--- config.mk ---
export PLATFORM = sky130hd
export DESIGN_NAME = sys_master
export DESIGN_NICKNAME = d
export VERILOG_FILES = /design/src/verilog/sys_master_pkg.sv /design/src/verilog/beat_if.sv /design/src/verilog/reset_hold_timer.sv /design/src/verilog/host_cmd_fsm.sv /design/src/verilog/host_word_buffer.sv /design/src/verilog/axi_channel_slot.sv /design/src/verilog/axi_lite_beat_engine.sv /design/src/verilog/sys_master.sv
export VERILOG_INCLUDE_DIRS = /design/src /design/src/verilog
export SDC_FILE = /design/constraint.sdc
export NUM_CORES = 1
export LEC_CHECK = 0
export BUFFER_PORTS_ARGS = -buffer_cell sky130_fd_sc_hd__buf_2
export CAP_MARGIN = 5
export CORE_ASPECT_RATIO = 0.8
export CORE_MARGIN = 2
export CORE_UTILIZATION = 46
export DETAILED_ROUTE_END_ITERATION = 8
export GPL_ROUTABILITY_DRIVEN = 0
export PLACE_DENSITY = 0.78
export RECOVER_POWER = 25
export SETUP_SLACK_MARGIN = 0.2
export SYNTH_ARGS = -nofsm -noshare
export SYNTH_HDL_FRONTEND = slang
export SYNTH_SLANG_ARGS = --single-unit
--- constraint.sdc ---
create_clock -name sys_clock_i -period 5.2 [get_ports sys_clock_i]
set_input_delay 0.52 -clock sys_clock_i [delete_from_list [all_inputs] [get_ports sys_clock_i]]
set_output_delay 0.52 -clock sys_clock_i [all_outputs]
set_load 0.01 [all_outputs]
--- src/verilog/sys_master_params.svh ---
`ifndef SYS_MASTER_PARAMS_SVH
`define SYS_MASTER_PARAMS_SVH

// host word and AXI4-Lite beat widths
`define HOST_DATA_W 64
`define AXI_DATA_W  32
`define AXI_ADDR_W  32

// sys_clock_i cycles of held system reset once rst_i drops
`define RESET_HOLD_CYCLES 16

// AXI response codes
// the numeric order gives the merge priority of two beats
`define RESP_OKAY   2'b00
`define RESP_SLVERR 2'b10
`define RESP_DECERR 2'b11

`endif

--- src/verilog/sys_master_pkg.sv ---
package sys_master_pkg;

`include "sys_master_params.svh"

    // byte address on the AXI side
    typedef logic [`AXI_ADDR_W-1:0] addr_t;

    // full host word, split into two beats
    typedef logic [`HOST_DATA_W-1:0] host_data_t;

    // one AXI4-Lite beat
    typedef logic [`AXI_DATA_W-1:0] axi_data_t;

    // byte strobes
    typedef logic [`HOST_DATA_W/8-1:0] host_strb_t;
    typedef logic [`AXI_DATA_W/8-1:0]  axi_strb_t;

    typedef logic [1:0] resp_t;  // bresp / rresp

    // W channel payload
    typedef struct packed {
        axi_data_t data;
        axi_strb_t strb;
    } wbeat_t;

endpackage : sys_master_pkg

--- src/verilog/beat_if.sv ---
interface beat_if
    import sys_master_pkg::*;
();

    // request side, start is a single cycle pulse
    logic      start;
    logic      is_write;
    addr_t     addr;
    wbeat_t    wbeat;

    // result side, valid only while done is high
    logic      done;
    axi_data_t rdata;
    resp_t     resp;

    // sequencer kicks off beats and waits for done
    modport ctrl (
        output start,
        input  done
    );

    // word buffer supplies the beat payload and merges the result
    modport data (
        output is_write, addr, wbeat,
        input  done, rdata, resp
    );

    modport engine (
        input  start, is_write, addr, wbeat,
        output done, rdata, resp
    );

endinterface : beat_if

--- src/verilog/reset_hold_timer.sv ---
`include "sys_master_params.svh"

module reset_hold_timer (
    input  logic sys_clock_i,
    input  logic rst_i,
    output logic sys_resetn_o
);

    localparam int CNT_W = $clog2(`RESET_HOLD_CYCLES + 1);

    logic [CNT_W-1:0] cnt_q;

    // reload while rst_i is high, count down afterwards
    // release lands on the edge where the count hits zero
    always_ff @(posedge sys_clock_i) begin
        if (rst_i) begin
            cnt_q        <= CNT_W'(`RESET_HOLD_CYCLES);
            sys_resetn_o <= 1'b0;
        end else if (cnt_q != '0) begin
            cnt_q <= cnt_q - 1'b1;
            if (cnt_q == CNT_W'(1)) begin
                sys_resetn_o <= 1'b1;  // last step of the hold
            end
        end
    end

endmodule : reset_hold_timer

--- src/verilog/host_cmd_fsm.sv ---
module host_cmd_fsm (
    input  logic sys_clock_i,
    input  logic rst_i,
    input  logic sys_resetn_i,  // system out of reset
    input  logic host_req_i,
    output logic host_ack_o,
    output logic load_o,        // capture the host command
    output logic hi_sel_o,      // high half of the word on the beat
    beat_if.ctrl beat
);

    typedef enum logic [2:0] {
        IDLE,
        LOW_BEAT,
        HIGH_BEAT,
        ACK,
        RELEASE
    } state_t;

    state_t state_q;
    logic   start_q;

    // command is latched on the edge that leaves IDLE
    assign load_o     = (state_q == IDLE) && sys_resetn_i && host_req_i;
    assign beat.start = start_q;

    always_ff @(posedge sys_clock_i) begin
        if (rst_i) begin
            state_q    <= IDLE;
            start_q    <= 1'b0;
            hi_sel_o   <= 1'b0;
            host_ack_o <= 1'b0;
        end else begin
            start_q <= 1'b0;  // pulse only
            case (state_q)
                IDLE: begin
                    if (load_o) begin
                        state_q  <= LOW_BEAT;
                        start_q  <= 1'b1;
                        hi_sel_o <= 1'b0;
                    end
                end
                LOW_BEAT: begin
                    // low word finished, switch halves and go again
                    if (beat.done) begin
                        state_q  <= HIGH_BEAT;
                        start_q  <= 1'b1;
                        hi_sel_o <= 1'b1;
                    end
                end
                HIGH_BEAT: begin
                    if (beat.done) begin
                        state_q    <= ACK;
                        host_ack_o <= 1'b1;  // merged result is registered here
                    end
                end
                ACK: begin
                    if (!host_req_i) begin
                        state_q <= RELEASE;
                    end
                end
                RELEASE: begin
                    // ack drops one cycle after req was seen low
                    state_q    <= IDLE;
                    host_ack_o <= 1'b0;
                end
                default: begin
                    state_q <= IDLE;
                end
            endcase
        end
    end

endmodule : host_cmd_fsm

--- src/verilog/host_word_buffer.sv ---
`include "sys_master_params.svh"

module host_word_buffer
    import sys_master_pkg::*;
(
    input  logic       sys_clock_i,
    input  logic       rst_i,
    input  logic       load_i,
    input  logic       hi_sel_i,
    input  logic       host_we_i,
    input  addr_t      host_addr_i,
    input  host_data_t host_wdata_i,
    input  host_strb_t host_wstrb_i,
    output host_data_t host_rdata_o,
    output resp_t      host_resp_o,
    beat_if.data       beat
);

    localparam int DW = `AXI_DATA_W;
    localparam int SW = `AXI_DATA_W / 8;

    logic       we_q;
    addr_t      addr_q;
    host_data_t wdata_q;
    host_strb_t wstrb_q;

    // command copy, held for both beats
    always_ff @(posedge sys_clock_i) begin
        if (load_i) begin
            we_q    <= host_we_i;
            addr_q  <= host_addr_i;
            wdata_q <= host_wdata_i;
            wstrb_q <= host_wstrb_i;
        end
    end

    // bits 2:0 dropped, bit 2 picks the half
    assign beat.is_write   = we_q;
    assign beat.addr       = {addr_q[`AXI_ADDR_W-1:3], hi_sel_i, 2'b00};
    assign beat.wbeat.data = hi_sel_i ? wdata_q[DW +: DW] : wdata_q[0 +: DW];
    assign beat.wbeat.strb = hi_sel_i ? wstrb_q[SW +: SW] : wstrb_q[0 +: SW];

    // merge read halves, keep the worst response
    always_ff @(posedge sys_clock_i) begin
        if (rst_i || load_i) begin
            host_rdata_o <= '0;
            host_resp_o  <= `RESP_OKAY;
        end else if (beat.done) begin
            if (!we_q) begin
                if (hi_sel_i) begin
                    host_rdata_o[DW +: DW] <= beat.rdata;
                end else begin
                    host_rdata_o[0 +: DW] <= beat.rdata;
                end
            end
            if (beat.resp > host_resp_o) begin
                host_resp_o <= beat.resp;  // DECERR over SLVERR over OKAY
            end
        end
    end

endmodule : host_word_buffer

--- src/verilog/axi_channel_slot.sv ---
module axi_channel_slot #(
    parameter type payload_t = logic
) (
    input  logic     sys_clock_i,
    input  logic     rst_i,
    input  logic     load_i,
    input  payload_t payload_i,
    input  logic     ready_i,
    output logic     valid_o,
    output payload_t payload_o
);

    // valid stays up until the slave takes it
    always_ff @(posedge sys_clock_i) begin
        if (rst_i) begin
            valid_o <= 1'b0;
        end else if (load_i) begin
            valid_o <= 1'b1;
        end else if (ready_i) begin
            valid_o <= 1'b0;
        end
    end

    // payload only moves on load, so it is stable under back-pressure
    always_ff @(posedge sys_clock_i) begin
        if (load_i) begin
            payload_o <= payload_i;
        end
    end

endmodule : axi_channel_slot

--- src/verilog/axi_lite_beat_engine.sv ---
module axi_lite_beat_engine
    import sys_master_pkg::*;
(
    input  logic       sys_clock_i,
    input  logic       rst_i,
    beat_if.engine     beat,
    // write address / data / response
    output addr_t      m_axi_awaddr,
    output logic [2:0] m_axi_awprot,
    output logic       m_axi_awvalid,
    input  logic       m_axi_awready,
    output axi_data_t  m_axi_wdata,
    output axi_strb_t  m_axi_wstrb,
    output logic       m_axi_wvalid,
    input  logic       m_axi_wready,
    input  resp_t      m_axi_bresp,
    input  logic       m_axi_bvalid,
    output logic       m_axi_bready,
    // read address / data
    output addr_t      m_axi_araddr,
    output logic [2:0] m_axi_arprot,
    output logic       m_axi_arvalid,
    input  logic       m_axi_arready,
    input  axi_data_t  m_axi_rdata,
    input  resp_t      m_axi_rresp,
    input  logic       m_axi_rvalid,
    output logic       m_axi_rready
);

    logic   busy_q;   // beat accepted, done not yet given
    logic   wait_q;   // requests sent, response pending
    logic   write_q;
    logic   req_sent;
    logic   rsp_hs;
    wbeat_t w_payload;

    axi_channel_slot #(.payload_t(addr_t)) aw_slot_u (
        .sys_clock_i ( sys_clock_i                 ),
        .rst_i       ( rst_i                       ),
        .load_i      ( beat.start && beat.is_write ),
        .payload_i   ( beat.addr                   ),
        .ready_i     ( m_axi_awready               ),
        .valid_o     ( m_axi_awvalid               ),
        .payload_o   ( m_axi_awaddr                )
    );

    axi_channel_slot #(.payload_t(wbeat_t)) w_slot_u (
        .sys_clock_i ( sys_clock_i                 ),
        .rst_i       ( rst_i                       ),
        .load_i      ( beat.start && beat.is_write ),
        .payload_i   ( beat.wbeat                  ),
        .ready_i     ( m_axi_wready                ),
        .valid_o     ( m_axi_wvalid                ),
        .payload_o   ( w_payload                   )
    );

    axi_channel_slot #(.payload_t(addr_t)) ar_slot_u (
        .sys_clock_i ( sys_clock_i                  ),
        .rst_i       ( rst_i                        ),
        .load_i      ( beat.start && !beat.is_write ),
        .payload_i   ( beat.addr                    ),
        .ready_i     ( m_axi_arready                ),
        .valid_o     ( m_axi_arvalid                ),
        .payload_o   ( m_axi_araddr                 )
    );

    assign m_axi_wdata  = w_payload.data;
    assign m_axi_wstrb  = w_payload.strb;
    assign m_axi_awprot = 3'b000;  // unprivileged secure data
    assign m_axi_arprot = 3'b000;

    // no request channel still holding valid after this edge
    assign req_sent = busy_q && !wait_q
                      && !(m_axi_awvalid && !m_axi_awready)
                      && !(m_axi_wvalid && !m_axi_wready)
                      && !(m_axi_arvalid && !m_axi_arready);

    assign m_axi_bready = wait_q && write_q;
    assign m_axi_rready = wait_q && !write_q;
    assign rsp_hs       = write_q ? (m_axi_bvalid && m_axi_bready)
                                  : (m_axi_rvalid && m_axi_rready);

    // result handed over in the response handshake cycle
    assign beat.done  = rsp_hs;
    assign beat.rdata = m_axi_rdata;
    assign beat.resp  = write_q ? m_axi_bresp : m_axi_rresp;

    always_ff @(posedge sys_clock_i) begin
        if (rst_i) begin
            busy_q  <= 1'b0;
            wait_q  <= 1'b0;
            write_q <= 1'b0;
        end else begin
            if (beat.start) begin
                busy_q  <= 1'b1;
                write_q <= beat.is_write;
            end else if (rsp_hs) begin
                busy_q <= 1'b0;
            end
            if (req_sent) begin
                wait_q <= 1'b1;
            end else if (rsp_hs) begin
                wait_q <= 1'b0;
            end
        end
    end

endmodule : axi_lite_beat_engine

--- src/verilog/sys_master.sv ---
`include "sys_master_params.svh"

module sys_master (
    input  logic                      sys_clock_i,
    input  logic                      rst_i,
    // host command port
    input  logic                      host_req_i,
    input  logic                      host_we_i,
    input  logic [`AXI_ADDR_W-1:0]    host_addr_i,
    input  logic [`HOST_DATA_W-1:0]   host_wdata_i,
    input  logic [`HOST_DATA_W/8-1:0] host_wstrb_i,
    output logic                      host_ack_o,
    output logic [`HOST_DATA_W-1:0]   host_rdata_o,
    output logic [1:0]                host_resp_o,
    // AXI4-Lite master
    output logic [`AXI_ADDR_W-1:0]    m_axi_awaddr,
    output logic [2:0]                m_axi_awprot,
    output logic                      m_axi_awvalid,
    input  logic                      m_axi_awready,
    output logic [`AXI_DATA_W-1:0]    m_axi_wdata,
    output logic [`AXI_DATA_W/8-1:0]  m_axi_wstrb,
    output logic                      m_axi_wvalid,
    input  logic                      m_axi_wready,
    input  logic [1:0]                m_axi_bresp,
    input  logic                      m_axi_bvalid,
    output logic                      m_axi_bready,
    output logic [`AXI_ADDR_W-1:0]    m_axi_araddr,
    output logic [2:0]                m_axi_arprot,
    output logic                      m_axi_arvalid,
    input  logic                      m_axi_arready,
    input  logic [`AXI_DATA_W-1:0]    m_axi_rdata,
    input  logic [1:0]                m_axi_rresp,
    input  logic                      m_axi_rvalid,
    output logic                      m_axi_rready,
    // reset to the SoC
    output logic                      sys_resetn_o
);

    logic load;
    logic hi_sel;

    beat_if beat_bus ();

    reset_hold_timer reset_hold_timer_u (
        .sys_clock_i  ( sys_clock_i  ),
        .rst_i        ( rst_i        ),
        .sys_resetn_o ( sys_resetn_o )
    );

    // sequencer waits for the SoC reset release
    host_cmd_fsm host_cmd_fsm_u (
        .sys_clock_i  ( sys_clock_i  ),
        .rst_i        ( rst_i        ),
        .sys_resetn_i ( sys_resetn_o ),
        .host_req_i   ( host_req_i   ),
        .host_ack_o   ( host_ack_o   ),
        .load_o       ( load         ),
        .hi_sel_o     ( hi_sel       ),
        .beat         ( beat_bus     )
    );

    host_word_buffer host_word_buffer_u (
        .sys_clock_i  ( sys_clock_i  ),
        .rst_i        ( rst_i        ),
        .load_i       ( load         ),
        .hi_sel_i     ( hi_sel       ),
        .host_we_i    ( host_we_i    ),
        .host_addr_i  ( host_addr_i  ),
        .host_wdata_i ( host_wdata_i ),
        .host_wstrb_i ( host_wstrb_i ),
        .host_rdata_o ( host_rdata_o ),
        .host_resp_o  ( host_resp_o  ),
        .beat         ( beat_bus     )
    );

    axi_lite_beat_engine axi_lite_beat_engine_u (
        .sys_clock_i   ( sys_clock_i   ),
        .rst_i         ( rst_i         ),
        .beat          ( beat_bus      ),
        .m_axi_awaddr  ( m_axi_awaddr  ),
        .m_axi_awprot  ( m_axi_awprot  ),
        .m_axi_awvalid ( m_axi_awvalid ),
        .m_axi_awready ( m_axi_awready ),
        .m_axi_wdata   ( m_axi_wdata   ),
        .m_axi_wstrb   ( m_axi_wstrb   ),
        .m_axi_wvalid  ( m_axi_wvalid  ),
        .m_axi_wready  ( m_axi_wready  ),
        .m_axi_bresp   ( m_axi_bresp   ),
        .m_axi_bvalid  ( m_axi_bvalid  ),
        .m_axi_bready  ( m_axi_bready  ),
        .m_axi_araddr  ( m_axi_araddr  ),
        .m_axi_arprot  ( m_axi_arprot  ),
        .m_axi_arvalid ( m_axi_arvalid ),
        .m_axi_arready ( m_axi_arready ),
        .m_axi_rdata   ( m_axi_rdata   ),
        .m_axi_rresp   ( m_axi_rresp   ),
        .m_axi_rvalid  ( m_axi_rvalid  ),
        .m_axi_rready  ( m_axi_rready  )
    );

endmodule : sys_master

---- After elaboration in Yosys (flattened, before gate mapping) ----
Index checks and enable logic that the tools add are counted.
word-level totals
  RAM bits ................................ 0
  memory bits (read-only) ................. 0
  register bits after elaboration ......... 285
  latch bits .............................. 0
  word-level logic and storage cells ...... 102
  memories ................................ 0
  output and inout bits ................... 179
operators by class
  shifts and indexed selects .............. 0
  reduce and logical (&&, ||, !) cells .... 41
  div/mod/pow operators ................... 0
  bitwise operators ....................... 2
  multiplexer cells ....................... 25
  add/sub/neg operators ................... 1
  multiply operators ...................... 0
  equality and inequality tests ........... 9
  $lt $le $gt $ge ......................... 1
operator list
  cell                 count
  $mux 32              1
  $logic_and 1x1->1    15
  $mux 1               14
  $reduce_bool 2->1    7
  $mux 3               4
  $pmux 3 s4           1
  $logic_not 1->1      9
  $reduce_and 3->1     3
  $eq 3x2->1 const B   2
  $ne 2x1->1 const B   3
  $pmux 1 s2           3
  $reduce_and 2->1     3
  $eq 5x1->1 const B   1
  $reduce_bool 5->1    1
  $sub 5x1->5 const B  1
  $mux 4               1
  $reduce_and 4->1     1
  $eq 3x1->1 const B   1
  $eq 3x3->1 const B   1
  $logic_not 3->1      1
  $gt 2x2->1           1
  $mux 2               1
  $ne 2x2->1 const B   1
  $not 1->1            2
  $logic_or 1x1->1     1

---- Depth between registers and ports, before layout ----
Gate-level depths: netlist (run 1).
  depth in word-level cells ............... 7
  depth in mapped cells ................... 7
  mapped depth without buffers ............ 6

---- Hierarchy ----
From an unflattened synthesis (run 1), not the netlist that was laid out.
unflattened totals
  cells, all modules ...................... 674
  area total of the unflattened synthesis .. 10,058.4 um2
modules (own cells, without submodules)
  module                                                   times used  area an instance (um2)  cells each
  host_word_buffer                                         1           5,894.4                 444
  axi_channel_slot (axi_lite_beat_engine_u.ar_slot_u ...)  2           999.7                   36
  axi_channel_slot (axi_lite_beat_engine_u.w_slot_u)       1           1,119.8                 40
  axi_lite_beat_engine                                     1           474.2                   60
  host_cmd_fsm                                             1           286.5                   29
  reset_hold_timer                                         1           284.0                   29

---- Worst setup path before layout (run 1) ----
No wires, ideal clock.
  path kind ............................... input port to flip-flop
  start point ............................. input port host_req_i
  end point ............................... register host_word_buffer_u.addr_q[10], enable pin
  cell stages on the path ................. 3
  library setup time ...................... 564 ps
  path buffers ............................ 1
  arrival time ............................ 5,033 ps
  data required time ...................... 4,636 ps
  slack ................................... -397 ps
  cell sequence ........................... nand4bb_1 buf_4 nor2_1
between the ends
  longest elaborated chain between the ends .. 1
RTL lines
  item                       line                    text
  start: declaration         sys_master.sv:7         input logic host_req_i,
  $logic_and 1x1->1          host_cmd_fsm.sv:24      assign load_o = (state_q == IDLE) && sys_resetn_i && host_req_i;
  net host_cmd_fsm_u.load_o  host_cmd_fsm.sv:7       output logic load_o,
  end signal: assignment     host_word_buffer.sv:31  addr_q <= host_addr_i;
  end: declaration           host_word_buffer.sv:23  addr_t addr_q;
The timed path passes the listed nets, and every way through them passes these cells.
A chain may end at the register's enable or synchronous reset.

---- Worst setup path in the final report (run 1) ----
  start point ............................. register host_cmd_fsm_u.state_q[1]
  end point ............................... register host_word_buffer_u.host_rdata_o[48]
between the ends
  longest elaborated chain between the ends .. 4
RTL lines
  item                            line                    text
  start: declaration              host_cmd_fsm.sv:20      state_t state_q;
  start signal: assignment        host_cmd_fsm.sv:29      state_q <= IDLE;
  start signal: assignment        host_cmd_fsm.sv:38      state_q <= LOW_BEAT;
  start signal: assignment        host_cmd_fsm.sv:46      state_q <= HIGH_BEAT;
  $logic_not 3->1                 host_cmd_fsm.sv:24
  $logic_and 1x1->1 (2 in a row)  host_cmd_fsm.sv:24
  $logic_or 1x1->1                host_word_buffer.sv:45  if (rst_i || load_i) begin
  end signal: indexed assignment  host_word_buffer.sv:51  host_rdata_o[DW +: DW] <= beat.rdata;
  end signal: indexed assignment  host_word_buffer.sv:53  host_rdata_o[0 +: DW] <= beat.rdata;
  end: declaration                host_word_buffer.sv:14  output host_data_t host_rdata_o,
Every way passes these cells.

==> metrics.yaml, run 1 <==
logic_synthesis:
  synth_seq_cells: 282
  synth_top_family_by_area: "compound AO/OA/AOI/OAI gates"
  avgSynthCellArea_um2: 15.9
  synth_seq_area_share_pct: 73.4
  synthMuxAreaShare_pct: 4.55
  synth_flop_cell: "edfxtp_1"
  synth_area_mm2: 0.0104
  synth_compound_area_share_pct: 10.3
  synth-edff-count: 198
  synth_cell_types: 51
  synthCells: 655
  synth_warnings: 0
  async_reset_ff_share_pct: 0
  synth_adder_area_share_pct: 0.602
  synth-simple-area-share_pct: 6.11
  synth-xor-area-share_pct: 0.253
worst_setup_path:
  worstRegToRegCells: 4
  worstSetupStartpointType: "register"
  r2r_end: "host_word_buffer_u.host_rdata_o[48]"
  rrSetupSlack_ns: 2.66
  crit_start: "host_cmd_fsm_u.state_q[1]"
  path_class: "reg -> reg"
  worstPathRequired_ns: 5.59
  worstSetupEndpointType: "register"
  endpoint: "host_word_buffer_u.host_rdata_o[48]"
  worstPathArrival_ns: 2.93
  r2r-start: "host_cmd_fsm_u.state_q[1]"
  critPathMaxFanout: 28
global_routing:
  grtUsageMet2_pct: 29.4
  grt_pass1_vias: 6383
  grtUsageTotal_pct: 17.8
  grt_max_degree: 103
  grt.busiest_layer: "met2"
  grt-ovfl-total: 0
  grt_util_met3_pct: 4.87
  grt_pass1_wl_um: 33600
  antenna_found_initial: 1
  grt_use_met1_pct: 22.1
floorplan:
  core_mm2: 0.0223
  initial_core_util_pct: 46.5
  pin_count: 328
  dieWidth_um: 172
  num_rows: 49
  die_h_um: 138
  dieArea_mm2: 0.0238
detailed_routing:
  drt_iter0_markers: 440
  vias: 6466
  avgRoutedWirePerCell_um: 17.1
  drc: 0
  dr.pass1.iters: 5
  viasPerCell: 5.03
  antenna_left: 0
  totalWireLength_um: 22000
final_layout:
  drive_gt1_share_pct: 49.2
  final_common_cell: "buf_2"
  nets: 1114
  design_area_mm2: 0.0129
  area_delta_synth_final_pct: 23.8
  fin_util_pct: 57.6
  register_area_mm2: 0.00763
  layout_common_cells: "buf_2 (314), edfxtp_1 (198), dfxtp_1 (83), nand3_1 (55), a21oi_2 (50)"
  multi_input_area_mm2: 0.00233
  nFillCells: 1800
sta:
  slew_headroom_pct: 27.1
  clock.fmax_mhz: 394
  skew_ns: 0.0126
  setup_violations: 0
  final.period_utilization_pct: 48.8
  worst_slack_ns: 2.66
  worstMarginPinSlew_ns: 1.09
  rsz0062_at_grt: "false"
  slew_viol_final: 0
  setup_tns_ns: 0
  post-route-min-period_ns: 2.54
  hold_viol_final: 0
clock_network:
  cts.repair.resized: 0
  postCtsSetupRepairBufs: 0
  path_clk_slew_ns: 0.06
  h-tree-depth: 1
  cts.sinks: 282
  cts_buffers: 27
  clockBufferDepth: 3
  clock_tree.root_cell: "clkbuf_16"
  cts_hold_buf: 0
  cts_tree: "done"
  clk-insertion-delay-late_ns: 0.52
pwr:
  pwr-share-clk_pct: 40.2
  p_int_uw: 3600
  power_density_mw_per_mm2: 354
  ir_worst_vdd_mv: 0.322
  switchingPower_uw: 957
  switching_share_pct: 21.0
  seq_power_share_pct: 54.4
  power_leakage_uw: 0.00477
  p_comb_share_pct: 5.3
min_path:
  hold_class: "in -> reg"
  min_delay_path_depth: 1
place:
  io_buffers: 314
  placed_area_mm2: 0.0120
  place_ws_ns: 2.55
  dp_hpwl_um: 14600
status:
  outcome: "complete, no violations"
flow_run:
  max_cap_violations: 0
==> cell type report <==
type | instances | share of cell area (%)
well taps | 306 | 2.98
clock buffers | 30 | 5.34
inverters | 10 | 0.292
repair buffers | 323 | 12.8
multi-input cells | 316 | 18.1
diodes | 2 | 0.0389
clock inverters | 17 | 1.02
flip-flops and latches | 282 | 59.3
==> critical path: stages (launching register included) <==
cell	delay (ns)
dfxtp_1	0.40
nand4bb_1	0.56
o21ai_4	0.84
buf_4	0.51
a21oi_1	0.08
==> cell usage after synthesis (2+ instances only) <==
cell | count | area [um^2]
edfxtp_1 | 198 | 5950
dfxtp_1 | 84 | 1680
nand3_1 | 55 | 275
a21oi_2 | 50 | 438
mux2_2 | 38 | 428
o21ai_1 | 34 | 170
buf_2 | 23 | 115
a21oi_1 | 21 | 105
o21ai_0 | 20 | 100
buf_4 | 13 | 97.6
inv_1 | 10 | 37.5
nand3_2 | 10 | 100
o21ai_2 | 10 | 87.6
buf_6 | 7 | 78.8
nor2b_1 | 7 | 43.8
buf_12 | 6 | 120
clkbuf_1 | 6 | 22.5
nand2b_1 | 6 | 37.5
nor2_1 | 6 | 22.5
ha_1 | 5 | 62.6
nor3_1 | 5 | 25.0
nand2_1 | 4 | 15.0
o211ai_1 | 4 | 30.0
mux2i_1 | 3 | 30.0
xnor2_1 | 3 | 26.3
nand4_1 | 2 | 12.5
==> sequential cells by signal (all words and copies together) (netlist names) <==
register                                    cells
host_word_buffer_u.host_rdata_o                64
host_word_buffer_u.wdata_q                     64
axi_lite_beat_engine_u.w_slot_u.payload_o      36
axi_lite_beat_engine_u.ar_slot_u.payload_o     30
axi_lite_beat_engine_u.aw_slot_u.payload_o     30
host_word_buffer_u.addr_q                      29
host_word_buffer_u.wstrb_q                      8
reset_hold_timer_u.cnt_q                        5
host_cmd_fsm_u.state_q                          3
host_word_buffer_u.host_resp_o                  2
axi_lite_beat_engine_u.ar_slot_u.valid_o        1
axi_lite_beat_engine_u.aw_slot_u.valid_o        1
axi_lite_beat_engine_u.busy_q                   1
axi_lite_beat_engine_u.w_slot_u.valid_o         1
axi_lite_beat_engine_u.wait_q                   1
axi_lite_beat_engine_u.write_q                  1
host_cmd_fsm_u.beat.start                       1
host_cmd_fsm_u.hi_sel_o                         1
host_cmd_fsm_u.host_ack_o                       1
host_word_buffer_u.beat.is_write                1
reset_hold_timer_u.sys_resetn_o                 1
==> worst min path at each step <==
stage	start	end	slack [ns]
floorplan	host_word_buffer_u.addr_q[10]	axi_lite_beat_engine_u.ar_slot_u.payload_o[10]	0.42
global placement	host_word_buffer_u.addr_q[21]	axi_lite_beat_engine_u.aw_slot_u.payload_o[21]	0.42
detailed placement	host_word_buffer_u.addr_q[6]	axi_lite_beat_engine_u.aw_slot_u.payload_o[6]	0.43
CTS	host_addr_i[11]	host_word_buffer_u.addr_q[11]	0.15
global route	host_addr_i[18]	host_word_buffer_u.addr_q[18]	0.15
finish	host_addr_i[24]	host_word_buffer_u.addr_q[24]	0.17
==> power groups by stage <==
stage          sequential, uW  clock [uW]  combinational (uW)
2_1_floorplan            2530           0                 170
3_3_place_gp             2520           0                 237
3_5_place_dp             2530           0                 243
4_1_cts                  2480        1870                 245
5_1_grt                  2480        1950                 270
6_report                 2480        1830                 243
==> layer usage <==
| layer | routed length (um) | vias to the layer above |
|---|---|---|
| met5 | 0 | - |
| met4 | 988 | 0 |
| met3 | 1810 | 64 |
| met2 | 10500 | 276 |
| met1 | 8650 | 3078 |
| li1 | - | 3048 |
==> through the flow <==
stage,power [uW],std cells,hold WS [ns]
2_1_floorplan,2700,664,0.421
3_3_place_gp,2760,1237,0.422
3_5_place_dp,2770,1237,0.431
4_1_cts,4600,1284,0.146
5_1_grt,4700,1285,0.149
6_report,4550,1286,0.172
==> kinds of logic (layout without fill, tap and decap cells) <==
family,Yosys count,after routing
AOI/OAI and AO/OA,152,152
xor gates and xnor gates,3,3
adders and majority gates,5,5
buffers and inverters,66,380
DFF,282,282
muxes,42,42
other,1,12
and+or+nand+nor,104,104
No activity file was read; power rests on OpenSTA's default activity.
==> run 2, diff against run 1 <==
- clock period: 5.2 -> 2.3 ns (I/O delays scaled with it)
==> run 2 against run 1 <==
Net effect: via count grew 12%; non-clock buffer count increased by 138; clock power rose by 130%; combinational power grew to 3.1 times the previous value; power is 130% higher; critical path type unchanged; critical endpoint is now host_word_buffer_u.host_rdata_o[20].
==> metrics.yaml, run 2 (synthesis results as in run 1) <==
min_path:
  hold_class: "in -> reg"
  hp-start: "m_axi_wready"
  min_delay_path_depth: 3  # +2
  holdPathEnd: "axi_lite_beat_engine_u.w_slot_u.valid_o"
pwr:
  seq_power_share_pct: 52.6  # -1.8 points
  power_leakage_uw: 0.00534  # +12%
  p_comb_share_pct: 7.1  # +1.8 points
  switching_share_pct: 21.0  # -0.050 points
  p_int_uw: 8420  # +130%
  pwr-share-clk_pct: 40.2  # about the same
  ir_worst_vdd_mv: 0.867  # +170%
  power_density_mw_per_mm2: 746  # +110%
  p_total_uw: 10700  # +130%
  switchingPower_uw: 2230  # +130%
worst_setup_path:
  critPathMaxFanout: 54  # +93%
  cpMaxStageDelayCell: "buf_4"
  path_cells: "mux2_4 > buf_4 > nand3_1 > a21oi_2"
  worstPathArrival_ns: 2.38  # -0.55 ns
  path_class: "reg -> reg"
  worstPathRequired_ns: 2.74  # -2.85 ns
  crit_path_max_incr_delay_ns: 0.56  # -0.28 ns
  crit_buf_inv: 1  # unchanged
  worstRegToRegCells: 4  # unchanged
  rrSetupSlack_ns: 0.36  # -2.30 ns
  worstSetupStartpointType: "register"
  r2r-start: "axi_lite_beat_engine_u.write_q"
  cp_top_family: "buffers and inverters"
  worstSetupEndpointType: "register"
  r2r_end: "host_word_buffer_u.host_rdata_o[20]"
sta:
  slew_headroom_pct: 58.3  # +31 points
  skew_ns: 0.0174  # +0.00477 ns
  clock.fmax_mhz: 516  # +31%
  hold_viol_final: 0  # unchanged
  post-route-min-period_ns: 1.94  # -0.602 ns
  final.period_utilization_pct: 84.2  # +35 points
  whs_ns: 0.0268  # -0.146 ns
  setup_violations: 0  # unchanged
  rsz0062_at_grt: "false"
  slew_viol_final: 0  # unchanged
  worstMarginPinSlew_ns: 0.625  # -0.468 ns
status:
  outcome: "complete, no violations"
final_layout:
  nets: 1252  # +12%
  area_delta_synth_final_pct: 37.5
  drive_gt1_share_pct: 42.3  # -6.8 points
  design_area_mm2: 0.0143  # +11%
  layout_common_cells: "buf_2 (305), edfxtp_1 (198), dlygate4sd3_1 (134), dfxtp_1 (84), nand3_1 (55)"
  nFillCells: 1644  # -8.7%
  register_area_mm2: 0.00763  # about the same
  multi_input_area_mm2: 0.00233  # unchanged
  instances_no_fill: 1424  # +11%
  top_regs: "host_word_buffer_u.host_rdata_o x64, host_word_buffer_u.wdata_q x64, axi_lite_beat_engine_u.w_slot_u.payload_o x36"
  final_common_cell: "buf_2"
detailed_routing:
  totalWireLength_um: 26100  # +19%
  dr.pass1.iters: 5  # unchanged
  antenna_left: 0  # unchanged
  vias: 7233  # +12%
  drt_iter0_markers: 626  # +42%
  drc: 0  # unchanged
  viasPerCell: 5.08  # +1.0%
  avgRoutedWirePerCell_um: 18.3  # +7.1%
clock_network:
  cts.sinks: 282  # unchanged
  path_clk_slew_ns: 0.07  # about the same
  clk-insertion-delay-late_ns: 0.52  # about the same
  cts_buffers: 27  # unchanged
  cts.repair.resized: 0  # unchanged
  clock_tree.root_cell: "clkbuf_16"
  postCtsSetupRepairBufs: 0  # unchanged
  h-tree-depth: 1  # unchanged
  cts_tree: "done"
  clockBufferDepth: 3  # unchanged
  cts_hold_buf: 134  # +134
place:
  dp_cells: 1241  # +0.32%
  dp_hpwl_um: 15000  # +3.0%
  placed_area_mm2: 0.0121  # +0.70%
  io_buffers: 314  # unchanged
floorplan:
  die_h_um: 138  # unchanged
  num_rows: 49  # unchanged
  pin_count: 328  # unchanged
  dieWidth_um: 172  # unchanged
  core_mm2: 0.0223  # unchanged
  dieArea_mm2: 0.0238  # unchanged
  initial_core_util_pct: 46.5  # unchanged
global_routing:
  grt_pass1_vias: 7477  # +17%
  grtUsageTotal_pct: 21.5  # +3.7 points
  grt_pass1_wl_um: 40000  # +19%
  grt-ovfl-total: 0  # unchanged
  antenna_found_initial: 1  # unchanged
  grt_max_degree: 66  # -36%
flow_run:
  max_cap_violations: 0  # unchanged
run 2: worst reg2reg max path, stage by stage (launching register included):
cell and delay [ns]:
dfxtp_1 0.52, mux2_4 0.38, buf_4 0.56, nand3_1 0.24
a21oi_2 0.16
run 2: worst max-delay path by stage:
stage,depth (start not counted),end,slack [ns],start
after floorplan,4,host_word_buffer_u.addr_q[10],-0.37,host_cmd_fsm_u.state_q[1]
final,4,host_word_buffer_u.host_rdata_o[20],0.36,axi_lite_beat_engine_u.write_q
after global placement,4,host_word_buffer_u.host_rdata_o[34],0.49,axi_lite_beat_engine_u.write_q
after CTS,4,host_word_buffer_u.host_rdata_o[43],0.39,axi_lite_beat_engine_u.write_q
after detailed placement,4,host_word_buffer_u.host_rdata_o[43],0.42,axi_lite_beat_engine_u.write_q
after global routing,4,host_word_buffer_u.host_rdata_o[57],0.21,axi_lite_beat_engine_u.write_q
run 2: layout make-up:
cell class                 count  share of cell area [%]
timing repair buffer         461                    21.4
clock buffer                  36                    4.97
inverter                      10                   0.289
clock inverter                12                   0.893
multi-input combinational    316                    16.3
tap                          306                    2.68
sequential                   282                    53.4
antenna                        1                  0.0175
run 2: power groups by stage:
stage          clock network, uW  registers (uW)  logic, uW
4_1_cts                     4340            5610        752
3_5_place_dp                   0            5710        565
6_report                    4290            5610        760
5_1_grt                     4570            5620        825
2_1_floorplan                  0            5710        386
3_3_place_gp                   0            5710        546
run 2: metal layers:
| layer | vias to the layer above | track usage [%] | share of wire (%) | wire (um) |
|---|---|---|---|---|
| li1 | 3321 | - | - | - |
| met1 | 3496 | 25.7 | 38 | 9880 |
| met2 | 322 | 37.3 | 51 | 13300 |
| met3 | 94 | 3.86 | 6.0 | 1570 |
| met4 | 0 | 10.4 | 5.0 | 1310 |
| met5 | - | 0 | 0 | 0 |
run 2: through the flow:
stage	setup TNS (ns)	utilization (%)	setup WS (ns)
detailed placement	0	54.3	0.420
global route	0	64.0	0.210
finish	0	64.0	0.362
CTS	0	64.1	0.392
floorplan	-38.20	-	-0.374
global placement	0	54.3	0.488
